==> config.mk <==
export PLATFORM = sky130hd
export DESIGN_NAME = exc_ctrl_top
export DESIGN_NICKNAME = d
export VERILOG_FILES = /design/src/verilog/exc_pkg.sv /design/src/verilog/exc_ctrl_top.sv /design/src/verilog/pc_gen.sv /design/src/verilog/pipeline_ctrl.sv /design/src/verilog/csr_regfile.sv
export VERILOG_INCLUDE_DIRS = /design/src /design/src/verilog
export SDC_FILE = /design/constraint.sdc
export NUM_CORES = 1
export LEC_CHECK = 0
export BUFFER_PORTS_ARGS = -buffer_cell sky130_fd_sc_hd__buf_2
export CORE_MARGIN = 4
export CORE_UTILIZATION = 45
export DETAILED_ROUTE_END_ITERATION = 8
export PLACE_DENSITY = 0.74
export SLEW_MARGIN = 20
export SYNTH_ARGS = -nofsm -noshare
export SYNTH_HDL_FRONTEND = slang
export SYNTH_SLANG_ARGS = --single-unit
==> constraint.sdc <==
create_clock -name clk -period 4.2 [get_ports clk]
set_input_delay 0.63 -clock clk [delete_from_list [all_inputs] [get_ports clk]]
set_output_delay 0.63 -clock clk [all_outputs]
set_load 0.1 [all_outputs]
==> src/verilog/exc_params.svh <==
`ifndef EXC_PARAMS_SVH
`define EXC_PARAMS_SVH

// ******************************
// csr addresses
// ******************************
`define CSR_ADDR_W  14
`define CSR_CRMD    14'h000
`define CSR_PRMD    14'h001
`define CSR_ECFG    14'h004
`define CSR_ESTAT   14'h005
`define CSR_ERA     14'h006
`define CSR_EENTRY  14'h00c

// ******************************
// exception codes
// ******************************
`define ECODE_W     6
`define ECODE_INT   6'h00
`define ECODE_NOP   6'h3f
`define EXC_SLOTS   6

// ******************************
// misc widths and reset values
// ******************************
`define RESET_PC    32'h1c000000
`define INT_BITS    12
`define HW_IRQ_W    8

`endif
==> src/verilog/exc_pkg.sv <==
`default_nettype none

`include "exc_params.svh"

package exc_pkg;

    // ecfg/estat layout, shared by both registers.
    typedef struct packed {
        logic [9:0]           rsv_hi;
        logic [`ECODE_W-1:0]  ecode;   // estat only.
        logic [2:0]           rsv_mid;
        logic [1:0]           hi_int;
        logic                 rsv_10;
        logic [`HW_IRQ_W-1:0] hw_int;
        logic [1:0]           sw_int;
    } irq_fields_t;

    typedef union packed {
        logic [31:0] raw;
        irq_fields_t irq;
    } csr_word_u;

    typedef struct packed {
        logic                   en;
        logic [`CSR_ADDR_W-1:0] addr;
        csr_word_u              data;
    } csr_write_t;

    typedef struct packed {
        logic                                  valid;
        logic [31:0]                           pc;
        logic [`EXC_SLOTS-1:0]                 exc_valid;  // slot 5 wins.
        logic [`EXC_SLOTS-1:0][`ECODE_W-1:0]   exc_cause;
        logic                                  is_ertn;
        logic                                  is_idle;
    } mem_ctrl_t;

    typedef struct packed {
        logic pause_id;
        logic pause_dispatch;
        logic pause_ex;
        logic pause_mem;
    } pause_req_t;

    typedef struct packed {
        logic [6:0]  pause;    // bit 0 pc ... bit 6 wb.
        logic        flush;
        logic [31:0] new_pc;
    } ctrl_t;

    typedef struct packed {
        logic                 crmd_ie;
        logic [`INT_BITS-1:0] ecfg_lie;
        logic [`INT_BITS-1:0] estat_is;
        logic [31:0]          era;
        logic [31:0]          eentry;
    } csr_view_t;

    typedef struct packed {
        logic                is_exception;
        logic                is_ertn;
        logic [`ECODE_W-1:0] ecode;
        logic [31:0]         epc;
    } exc_commit_t;

endpackage

`default_nettype wire

==> src/verilog/exc_ctrl_top.sv <==
`default_nettype none

`include "exc_params.svh"

module exc_ctrl_top (
    input  wire                      clk,
    input  wire                      reset_i,
    input  exc_pkg::pause_req_t      pause_req_i,
    input  exc_pkg::mem_ctrl_t       mem_i,
    input  exc_pkg::csr_write_t      wb_fwd_i,
    input  wire  [`HW_IRQ_W-1:0]     hw_irq_i,
    input  wire  [`CSR_ADDR_W-1:0]   csr_raddr_i,
    output exc_pkg::ctrl_t           ctrl_o,
    output logic [31:0]              pc_o,
    output logic [31:0]              csr_rdata_o
);

    exc_pkg::csr_view_t   csr_view;
    exc_pkg::exc_commit_t exc_commit;
    exc_pkg::ctrl_t       ctrl;

    // ******************************
    // csr storage
    // ******************************
    csr_regfile csr_regfile_i (
        .clk      (clk),
        .reset_i  (reset_i),
        .wb_fwd_i (wb_fwd_i),
        .commit_i (exc_commit),
        .hw_irq_i (hw_irq_i),
        .raddr_i  (csr_raddr_i),
        .view_o   (csr_view),
        .rdata_o  (csr_rdata_o)
    );

    // ******************************
    // exception and stall control
    // ******************************
    pipeline_ctrl pipeline_ctrl_i (
        .pause_req_i (pause_req_i),
        .mem_i       (mem_i),
        .wb_fwd_i    (wb_fwd_i),
        .csr_i       (csr_view),
        .ctrl_o      (ctrl),
        .commit_o    (exc_commit)
    );

    pc_gen pc_gen_i (
        .clk     (clk),
        .reset_i (reset_i),
        .ctrl_i  (ctrl),
        .pc_o    (pc_o)
    );

    assign ctrl_o = ctrl;  // same-cycle view for the pipeline.

endmodule

`default_nettype wire

==> src/verilog/pc_gen.sv <==
`default_nettype none

`include "exc_params.svh"

module pc_gen (
    input  wire                clk,
    input  wire                reset_i,
    input  exc_pkg::ctrl_t     ctrl_i,
    output logic [31:0]        pc_o
);

    logic [31:0] pc_q;

    // ******************************
    // fetch pc register
    // ******************************
    always_ff @(posedge clk) begin
        if (reset_i) begin
            pc_q <= `RESET_PC;
        end else if (ctrl_i.flush) begin
            pc_q <= ctrl_i.new_pc;  // redirect wins over stall.
        end else if (!ctrl_i.pause[0]) begin
            pc_q <= pc_q + 32'd4;
        end
    end

    assign pc_o = pc_q;

    // a stall anywhere downstream also holds the pc stage.
    a_pause_has_pc : assert property (@(posedge clk) disable iff (reset_i)
        (ctrl_i.pause != 7'b0) |-> ctrl_i.pause[0]);

endmodule

`default_nettype wire

==> src/verilog/pipeline_ctrl.sv <==
`default_nettype none

`include "exc_params.svh"

module pipeline_ctrl (
    input  exc_pkg::pause_req_t  pause_req_i,
    input  exc_pkg::mem_ctrl_t   mem_i,
    input  exc_pkg::csr_write_t  wb_fwd_i,
    input  exc_pkg::csr_view_t   csr_i,
    output exc_pkg::ctrl_t       ctrl_o,
    output exc_pkg::exc_commit_t commit_o
);

    logic                 hit_crmd;
    logic                 hit_ecfg;
    logic                 hit_estat;
    logic                 hit_era;
    logic                 hit_eentry;

    logic                 crmd_ie_cur;
    logic [`INT_BITS-1:0] lie_cur;
    logic [`INT_BITS-1:0] is_cur;
    logic [`INT_BITS-1:0] wb_irq_bits;
    logic [31:0]          era_cur;
    logic [31:0]          eentry_cur;

    logic                 int_pending;
    logic                 exc_raise;
    logic                 ertn_take;
    logic                 idle_stall;
    logic [`ECODE_W-1:0]  ecode;
    logic [6:0]           pause_vec;

    // ******************************
    // wb-stage csr forwarding
    // ******************************
    assign hit_crmd   = wb_fwd_i.en && (wb_fwd_i.addr == `CSR_CRMD);
    assign hit_ecfg   = wb_fwd_i.en && (wb_fwd_i.addr == `CSR_ECFG);
    assign hit_estat  = wb_fwd_i.en && (wb_fwd_i.addr == `CSR_ESTAT);
    assign hit_era    = wb_fwd_i.en && (wb_fwd_i.addr == `CSR_ERA);
    assign hit_eentry = wb_fwd_i.en && (wb_fwd_i.addr == `CSR_EENTRY);

    assign wb_irq_bits = {wb_fwd_i.data.irq.hi_int, wb_fwd_i.data.irq.hw_int,
                          wb_fwd_i.data.irq.sw_int};

    assign crmd_ie_cur = hit_crmd   ? wb_fwd_i.data.raw[2] : csr_i.crmd_ie;  // ie is bit 2.
    assign lie_cur     = hit_ecfg   ? wb_irq_bits          : csr_i.ecfg_lie;
    assign is_cur      = hit_estat  ? wb_irq_bits          : csr_i.estat_is;
    assign era_cur     = hit_era    ? wb_fwd_i.data.raw    : csr_i.era;
    assign eentry_cur  = hit_eentry ? wb_fwd_i.data.raw    : csr_i.eentry;

    // ******************************
    // interrupt and exception select
    // ******************************
    assign int_pending = crmd_ie_cur && ((lie_cur & is_cur) != '0);
    assign exc_raise   = mem_i.valid && ((mem_i.exc_valid != '0) || int_pending);
    assign ertn_take   = mem_i.valid && mem_i.is_ertn && !exc_raise;

    always_comb begin
        ecode = `ECODE_NOP;
        if (exc_raise) begin
            for (int i = 0; i < `EXC_SLOTS; i++) begin
                if (mem_i.exc_valid[i]) begin
                    ecode = mem_i.exc_cause[i];  // later slot overrides.
                end
            end
            if (int_pending) begin
                ecode = `ECODE_INT;
            end
        end
    end

    assign commit_o.is_exception = exc_raise;
    assign commit_o.is_ertn      = ertn_take;
    assign commit_o.ecode        = ecode;
    assign commit_o.epc          = mem_i.pc;

    // ******************************
    // pause vector
    // ******************************
    assign idle_stall = mem_i.valid && mem_i.is_idle && !int_pending;

    always_comb begin
        if (pause_req_i.pause_id) begin
            pause_vec = 7'b0000111;
        end else if (pause_req_i.pause_dispatch) begin
            pause_vec = 7'b0001111;
        end else if (pause_req_i.pause_ex) begin
            pause_vec = 7'b0011111;
        end else if (pause_req_i.pause_mem || idle_stall) begin
            pause_vec = 7'b0111111;
        end else begin
            pause_vec = 7'b0000000;
        end

        // earlier stages always stall with later ones.
        a_pause_pattern : assert (pause_vec inside {7'b0000000, 7'b0000111,
            7'b0001111, 7'b0011111, 7'b0111111});
    end

    always_comb begin
        // no exception without an instruction in mem.
        a_exc_needs_valid : assert (!exc_raise || mem_i.valid);
    end

    assign ctrl_o.pause  = pause_vec;
    assign ctrl_o.flush  = exc_raise || ertn_take;
    assign ctrl_o.new_pc = ertn_take ? era_cur : eentry_cur;

endmodule

`default_nettype wire

==> src/verilog/csr_regfile.sv <==
`default_nettype none

`include "exc_params.svh"

module csr_regfile (
    input  wire                      clk,
    input  wire                      reset_i,
    input  exc_pkg::csr_write_t      wb_fwd_i,
    input  exc_pkg::exc_commit_t     commit_i,
    input  wire  [`HW_IRQ_W-1:0]     hw_irq_i,
    input  wire  [`CSR_ADDR_W-1:0]   raddr_i,
    output exc_pkg::csr_view_t       view_o,
    output logic [31:0]              rdata_o
);

    logic [1:0]           crmd_plv_q;
    logic                 crmd_ie_q;
    logic [1:0]           prmd_pplv_q;
    logic                 prmd_pie_q;
    logic [`INT_BITS-1:0] ecfg_lie_q;
    logic [1:0]           estat_sw_q;
    logic [`HW_IRQ_W-1:0] estat_hw_q;
    logic [`ECODE_W-1:0]  estat_ecode_q;
    logic [31:0]          era_q;
    logic [31:0]          eentry_q;

    exc_pkg::csr_word_u   ecfg_word;
    exc_pkg::csr_word_u   estat_word;
    logic                 wr_hit;

    assign wr_hit = wb_fwd_i.en;

    // ******************************
    // state update
    // ******************************
    always_ff @(posedge clk) begin
        if (reset_i) begin
            crmd_plv_q    <= 2'b00;
            crmd_ie_q     <= 1'b0;
            prmd_pplv_q   <= 2'b00;
            prmd_pie_q    <= 1'b0;
            ecfg_lie_q    <= '0;
            estat_sw_q    <= 2'b00;
            estat_hw_q    <= '0;
            estat_ecode_q <= '0;
            era_q         <= 32'h0;
            eentry_q      <= 32'h0;
        end else begin
            estat_hw_q <= hw_irq_i;  // sampled every cycle.

            if (wr_hit) begin
                case (wb_fwd_i.addr)
                    `CSR_CRMD: begin
                        crmd_plv_q <= wb_fwd_i.data.raw[1:0];
                        crmd_ie_q  <= wb_fwd_i.data.raw[2];
                    end
                    `CSR_PRMD: begin
                        prmd_pplv_q <= wb_fwd_i.data.raw[1:0];
                        prmd_pie_q  <= wb_fwd_i.data.raw[2];
                    end
                    `CSR_ECFG: begin
                        ecfg_lie_q <= {wb_fwd_i.data.irq.hi_int,
                                       wb_fwd_i.data.irq.hw_int,
                                       wb_fwd_i.data.irq.sw_int};
                    end
                    `CSR_ESTAT:  estat_sw_q <= wb_fwd_i.data.irq.sw_int;  // only swi bits.
                    `CSR_ERA:    era_q      <= wb_fwd_i.data.raw;
                    `CSR_EENTRY: eentry_q   <= wb_fwd_i.data.raw;
                    default: ;
                endcase
            end

            // commit overrides a software write on its own fields.
            if (commit_i.is_exception) begin
                prmd_pplv_q   <= crmd_plv_q;
                prmd_pie_q    <= crmd_ie_q;
                crmd_plv_q    <= 2'b00;
                crmd_ie_q     <= 1'b0;
                era_q         <= commit_i.epc;
                estat_ecode_q <= commit_i.ecode;
            end else if (commit_i.is_ertn) begin
                crmd_plv_q <= prmd_pplv_q;
                crmd_ie_q  <= prmd_pie_q;
            end
        end
    end

    // ******************************
    // read side
    // ******************************
    always_comb begin
        ecfg_word            = '0;
        ecfg_word.irq.hi_int = ecfg_lie_q[11:10];
        ecfg_word.irq.hw_int = ecfg_lie_q[9:2];
        ecfg_word.irq.sw_int = ecfg_lie_q[1:0];

        estat_word            = '0;
        estat_word.irq.ecode  = estat_ecode_q;
        estat_word.irq.hw_int = estat_hw_q;
        estat_word.irq.sw_int = estat_sw_q;  // hi_int stays 0, no timer.
    end

    always_comb begin
        case (raddr_i)
            `CSR_CRMD:   rdata_o = {29'h0, crmd_ie_q, crmd_plv_q};
            `CSR_PRMD:   rdata_o = {29'h0, prmd_pie_q, prmd_pplv_q};
            `CSR_ECFG:   rdata_o = ecfg_word.raw;
            `CSR_ESTAT:  rdata_o = estat_word.raw;
            `CSR_ERA:    rdata_o = era_q;
            `CSR_EENTRY: rdata_o = eentry_q;
            default:     rdata_o = 32'h0;
        endcase
    end

    assign view_o.crmd_ie  = crmd_ie_q;
    assign view_o.ecfg_lie = ecfg_lie_q;
    assign view_o.estat_is = {estat_word.irq.hi_int, estat_word.irq.hw_int,
                              estat_word.irq.sw_int};
    assign view_o.era      = era_q;
    assign view_o.eentry   = eentry_q;

    // control block never commits both at once.
    a_commit_onehot : assert property (@(posedge clk) disable iff (reset_i)
        !(commit_i.is_exception && commit_i.is_ertn));

endmodule

`default_nettype wire

==> results.yml <==
worst_setup_path:
  cp-startpoint: "wb_fwd_i[43]"
  crit_chain: "buf_6 -> nor4_4 -> nand4_1 -> buf_6 -> buf_4 -> mux2i_1 -> o22ai_1 -> nor4_2 -> a31oi_4 -> buf_6 -> o21ai_4 -> buf_12 -> buf_6 -> o22ai_1 -> nor2_4 -> buf_12"
  critPathMaxFanout: 8
  crit_buf_inv: 7
  cp.required_ps: 3570
  end_kind: "output port"
  worst-setup-path-type: "input port to output port"
  slowest_delay_ps: 370
  cp_top_family: "buffers and inverters"
  start_kind: "input port"
  worstReg2RegStart: "pc_gen_i.pc_o[8]"
  timing.critical_path.slowest_stage_cell: "nor4_2"
  cp.arrival_ps: 3610
  r2r_setup_slack_ps: 770
  cpMostUsedCell: "buf_6"
floorplanning:
  die_x_um: 133
  initial_core_util_pct: 46.2
  coreArea_um2: 15300
  die_h_um: 133
  ioPinCount: 256
  die_area_um2: 17800
  row_count: 45
synth:
  synth_edf_count: 0
  synth_nets: 1060
  netlist_instances: 907
  seq_area_frac_synth_pct: 36.7
  syn_area_um2: 7080
  synth_seq_cells: 130
  postSynth.asyncResetShare_pct: 0
  syn_area_per_cell_um2: 7.81
  yosys_warnings: 0
  synth.distinct_cells: 61
  synth_flop_cell: "dfxtp_1"
min_path:
  holdCritStartpoint: "hw_irq_i[2]"
  hold_path.class: "input port to register"
clock_tree:
  clockBufferDepth: 2
  clock-root-buffer: "clkbuf_16"
  cts_hold_buf: 0
  cts_tree: "built"
  htree_levels: 4
  path_clk_slew_ps: 60
  clk_latency_ps: 430
  cts_buffers: 17
  clkSinkCount: 130
finish:
  final_cell_count_no_fill: 1419
  drive_above_1_share_pct: 40.1
  nFillCells: 1139
  diodes: 0
  multi_input_area_um2: 4720
  synthToLayoutAreaGrowth_pct: 55.2
  ff_latch_area_um2: 2600
  final_cell_area_um2: 11000
  fin_nets: 1348
power:
  irDropWorstVdd_v: 0.000291
  p_per_area_nw_per_um2: 291
  p_leak_uw: 0.00453
global_route:
  grt_max_degree: 52
  grt_pass1_vias: 7854
  track_usage_pct: 29.7
  grt_pass1_wl_mm: 42.1
  grt_antenna_before_repair: 1
  gr-total-overflow: 0
timing:
  tightestPinTransition_ps: 654
  setup_viol: 22
  clock.fmax_mhz: 236
  finalHoldViolCount: 0
  period_needed_ps: 4240
  drv_slew: 0
  rsz0062_at_grt: "true"
  final.setup.tns_ps: -435
  skew_ps: 10.1
  max_slew_margin_pct: 56.0
  period_share_pct: 101
  setup_ws_ps: -40.5
drt:
  wl_mm: 29.4
  ant_nets: 0
  vias_per_cell: 6.02
  route.detailed.drc: 0
  first_iter_violations: 990
  via_count: 8540
  dr.pass1.iters: 6
  wire_per_inst_um: 20.7
placement:
  dpl.hpwl_mm: 20.0
  post_dp_cell_area_um2: 9710
  port_buffers: 254
  routabilityCongestion: 0.930
  dpl.cell_count: 1371
job:
  maxCapViolations: 0
status:
  status: "finished, violations left"
  failed_checks: "negative setup slack"
[cells in the mapped netlist (15+ instances only)]
cell type	n	area [µm²]
a22o_1	21	184
mux2i_1	36	360
clkbuf_1	46	173
nor3_1	15	75.1
o22ai_1	37	231
xnor2_1	27	236
nand2_1	165	619
dfxtp_1	130	2600
o32ai_1	21	184
a311oi_1	35	307
nor2_1	142	533
inv_1	22	82.6
a21oi_1	46	230
buf_2	15	75.1
[flip-flops by register name, summed over array words and instances, names as in the netlist]
signal                       flops
csr_regfile_i.era_q             32
csr_regfile_i.estat_sw_q         2
csr_regfile_i.estat_hw_q         8
csr_regfile_i.crmd_plv_q         2
csr_regfile_i.crmd_ie_q          1
csr_regfile_i.ecfg_lie_q        12
csr_regfile_i.prmd_pie_q         1
pc_gen_i.pc_o                   32
csr_regfile_i.eentry_q          32
csr_regfile_i.estat_ecode_q      6
csr_regfile_i.prmd_pplv_q        2
[layer usage]
| layer | track usage [%] | routed length, µm | part of all wire [%] | vias to the layer above |
|---|---|---|---|---|
| met3 | 6.57 | 3040 | 10 | 97 |
| li1 | - | - | - | 3873 |
| met4 | 11.1 | 968 | 3.3 | 2 |
| met5 | 0 | 13 | 0.044 | - |
| met2 | 49.6 | 14000 | 48 | 581 |
| met1 | 37.6 | 11300 | 39 | 3987 |
[cell families (layout without fill, tap and decap cells)]
| logic type | Yosys count | count (layout) | synth area share (%) |
|---|---|---|---|
| AOI/OAI and AO/OA | 224 | 224 | 23.8 |
| xor gates and xnor gates | 29 | 29 | 3.59 |
| adders and majority gates | 1 | 1 | 0.177 |
| buffers and inverters | 91 | 392 | 5.78 |
| DFF | 130 | 130 | 36.7 |
| muxes | 37 | 37 | 5.25 |
| other | 1 | 1 | 0.0530 |
| and+or+nand+nor | 394 | 394 | 24.6 |
[cell type report]
type,instances,area share (%)
clock buffers,18,3.90
flip-flops and latches,130,23.7
multi-input cells,686,42.9
clock inverters,14,1.62
repair buffers,338,24.7
well taps,211,2.40
inverters,22,0.751
[stage by stage]
step	hold slack (ps)	worst slack [ps]	utilization (%)	power, µW
floorplan	426	-428	-	1500
global route	405	-219	71.8	3280
global placement	432	35.5	63.4	1660
CTS	395	52.0	67.5	3190
detailed placement	454	-82.1	63.4	1670
finish	405	-40.5	71.8	3200
[power by group]
group / total, µW / internal (µW) / switching, µW / leakage (µW)
clock: 1540 / 940 / 603 / 0.000284
combinational: 355 / 133 / 222 / 0.00318
sequential: 1300 / 1270 / 34.7 / 0.00106
total: 3200 / 2340 / 860 / 0.00453
[layout by cell type (no fill, tap or decap), types with 14 or more instances in the layout]
master,Yosys,routed
a22o_1,21,21
inv_1,22,21
a21oi_1,46,46
nor3_1,15,14
o22ai_1,37,15
o22ai_2,0,21
dfxtp_1,130,130
buf_4,3,63
nand2_1,165,164
nor2_1,142,89
xnor2_1,27,27
a311oi_1,35,35
nor2_4,0,40
buf_12,0,46
o32ai_1,21,21
buf_2,15,212
clkbuf_16,0,21
nor2_2,1,14
mux2i_1,36,34
[timing repair]
action	4_1_cts	5_1_grt
gates resized for setup	3	100
pin swaps	0	24
cloned	0	6
setup endpoints to repair	30	31
buffers inserted	0	13
[worst paths after layout]
kind	endpoint	cells past startpoint
hold reg to reg	pc_gen_i.pc_o[0]	2
setup reg to reg	pc_gen_i.pc_o[31]	10
hold / removal	csr_regfile_i.estat_hw_q[2]	2
setup / recovery	ctrl_o[4]	16
Note: power is estimated with default switching activity, not from simulation.
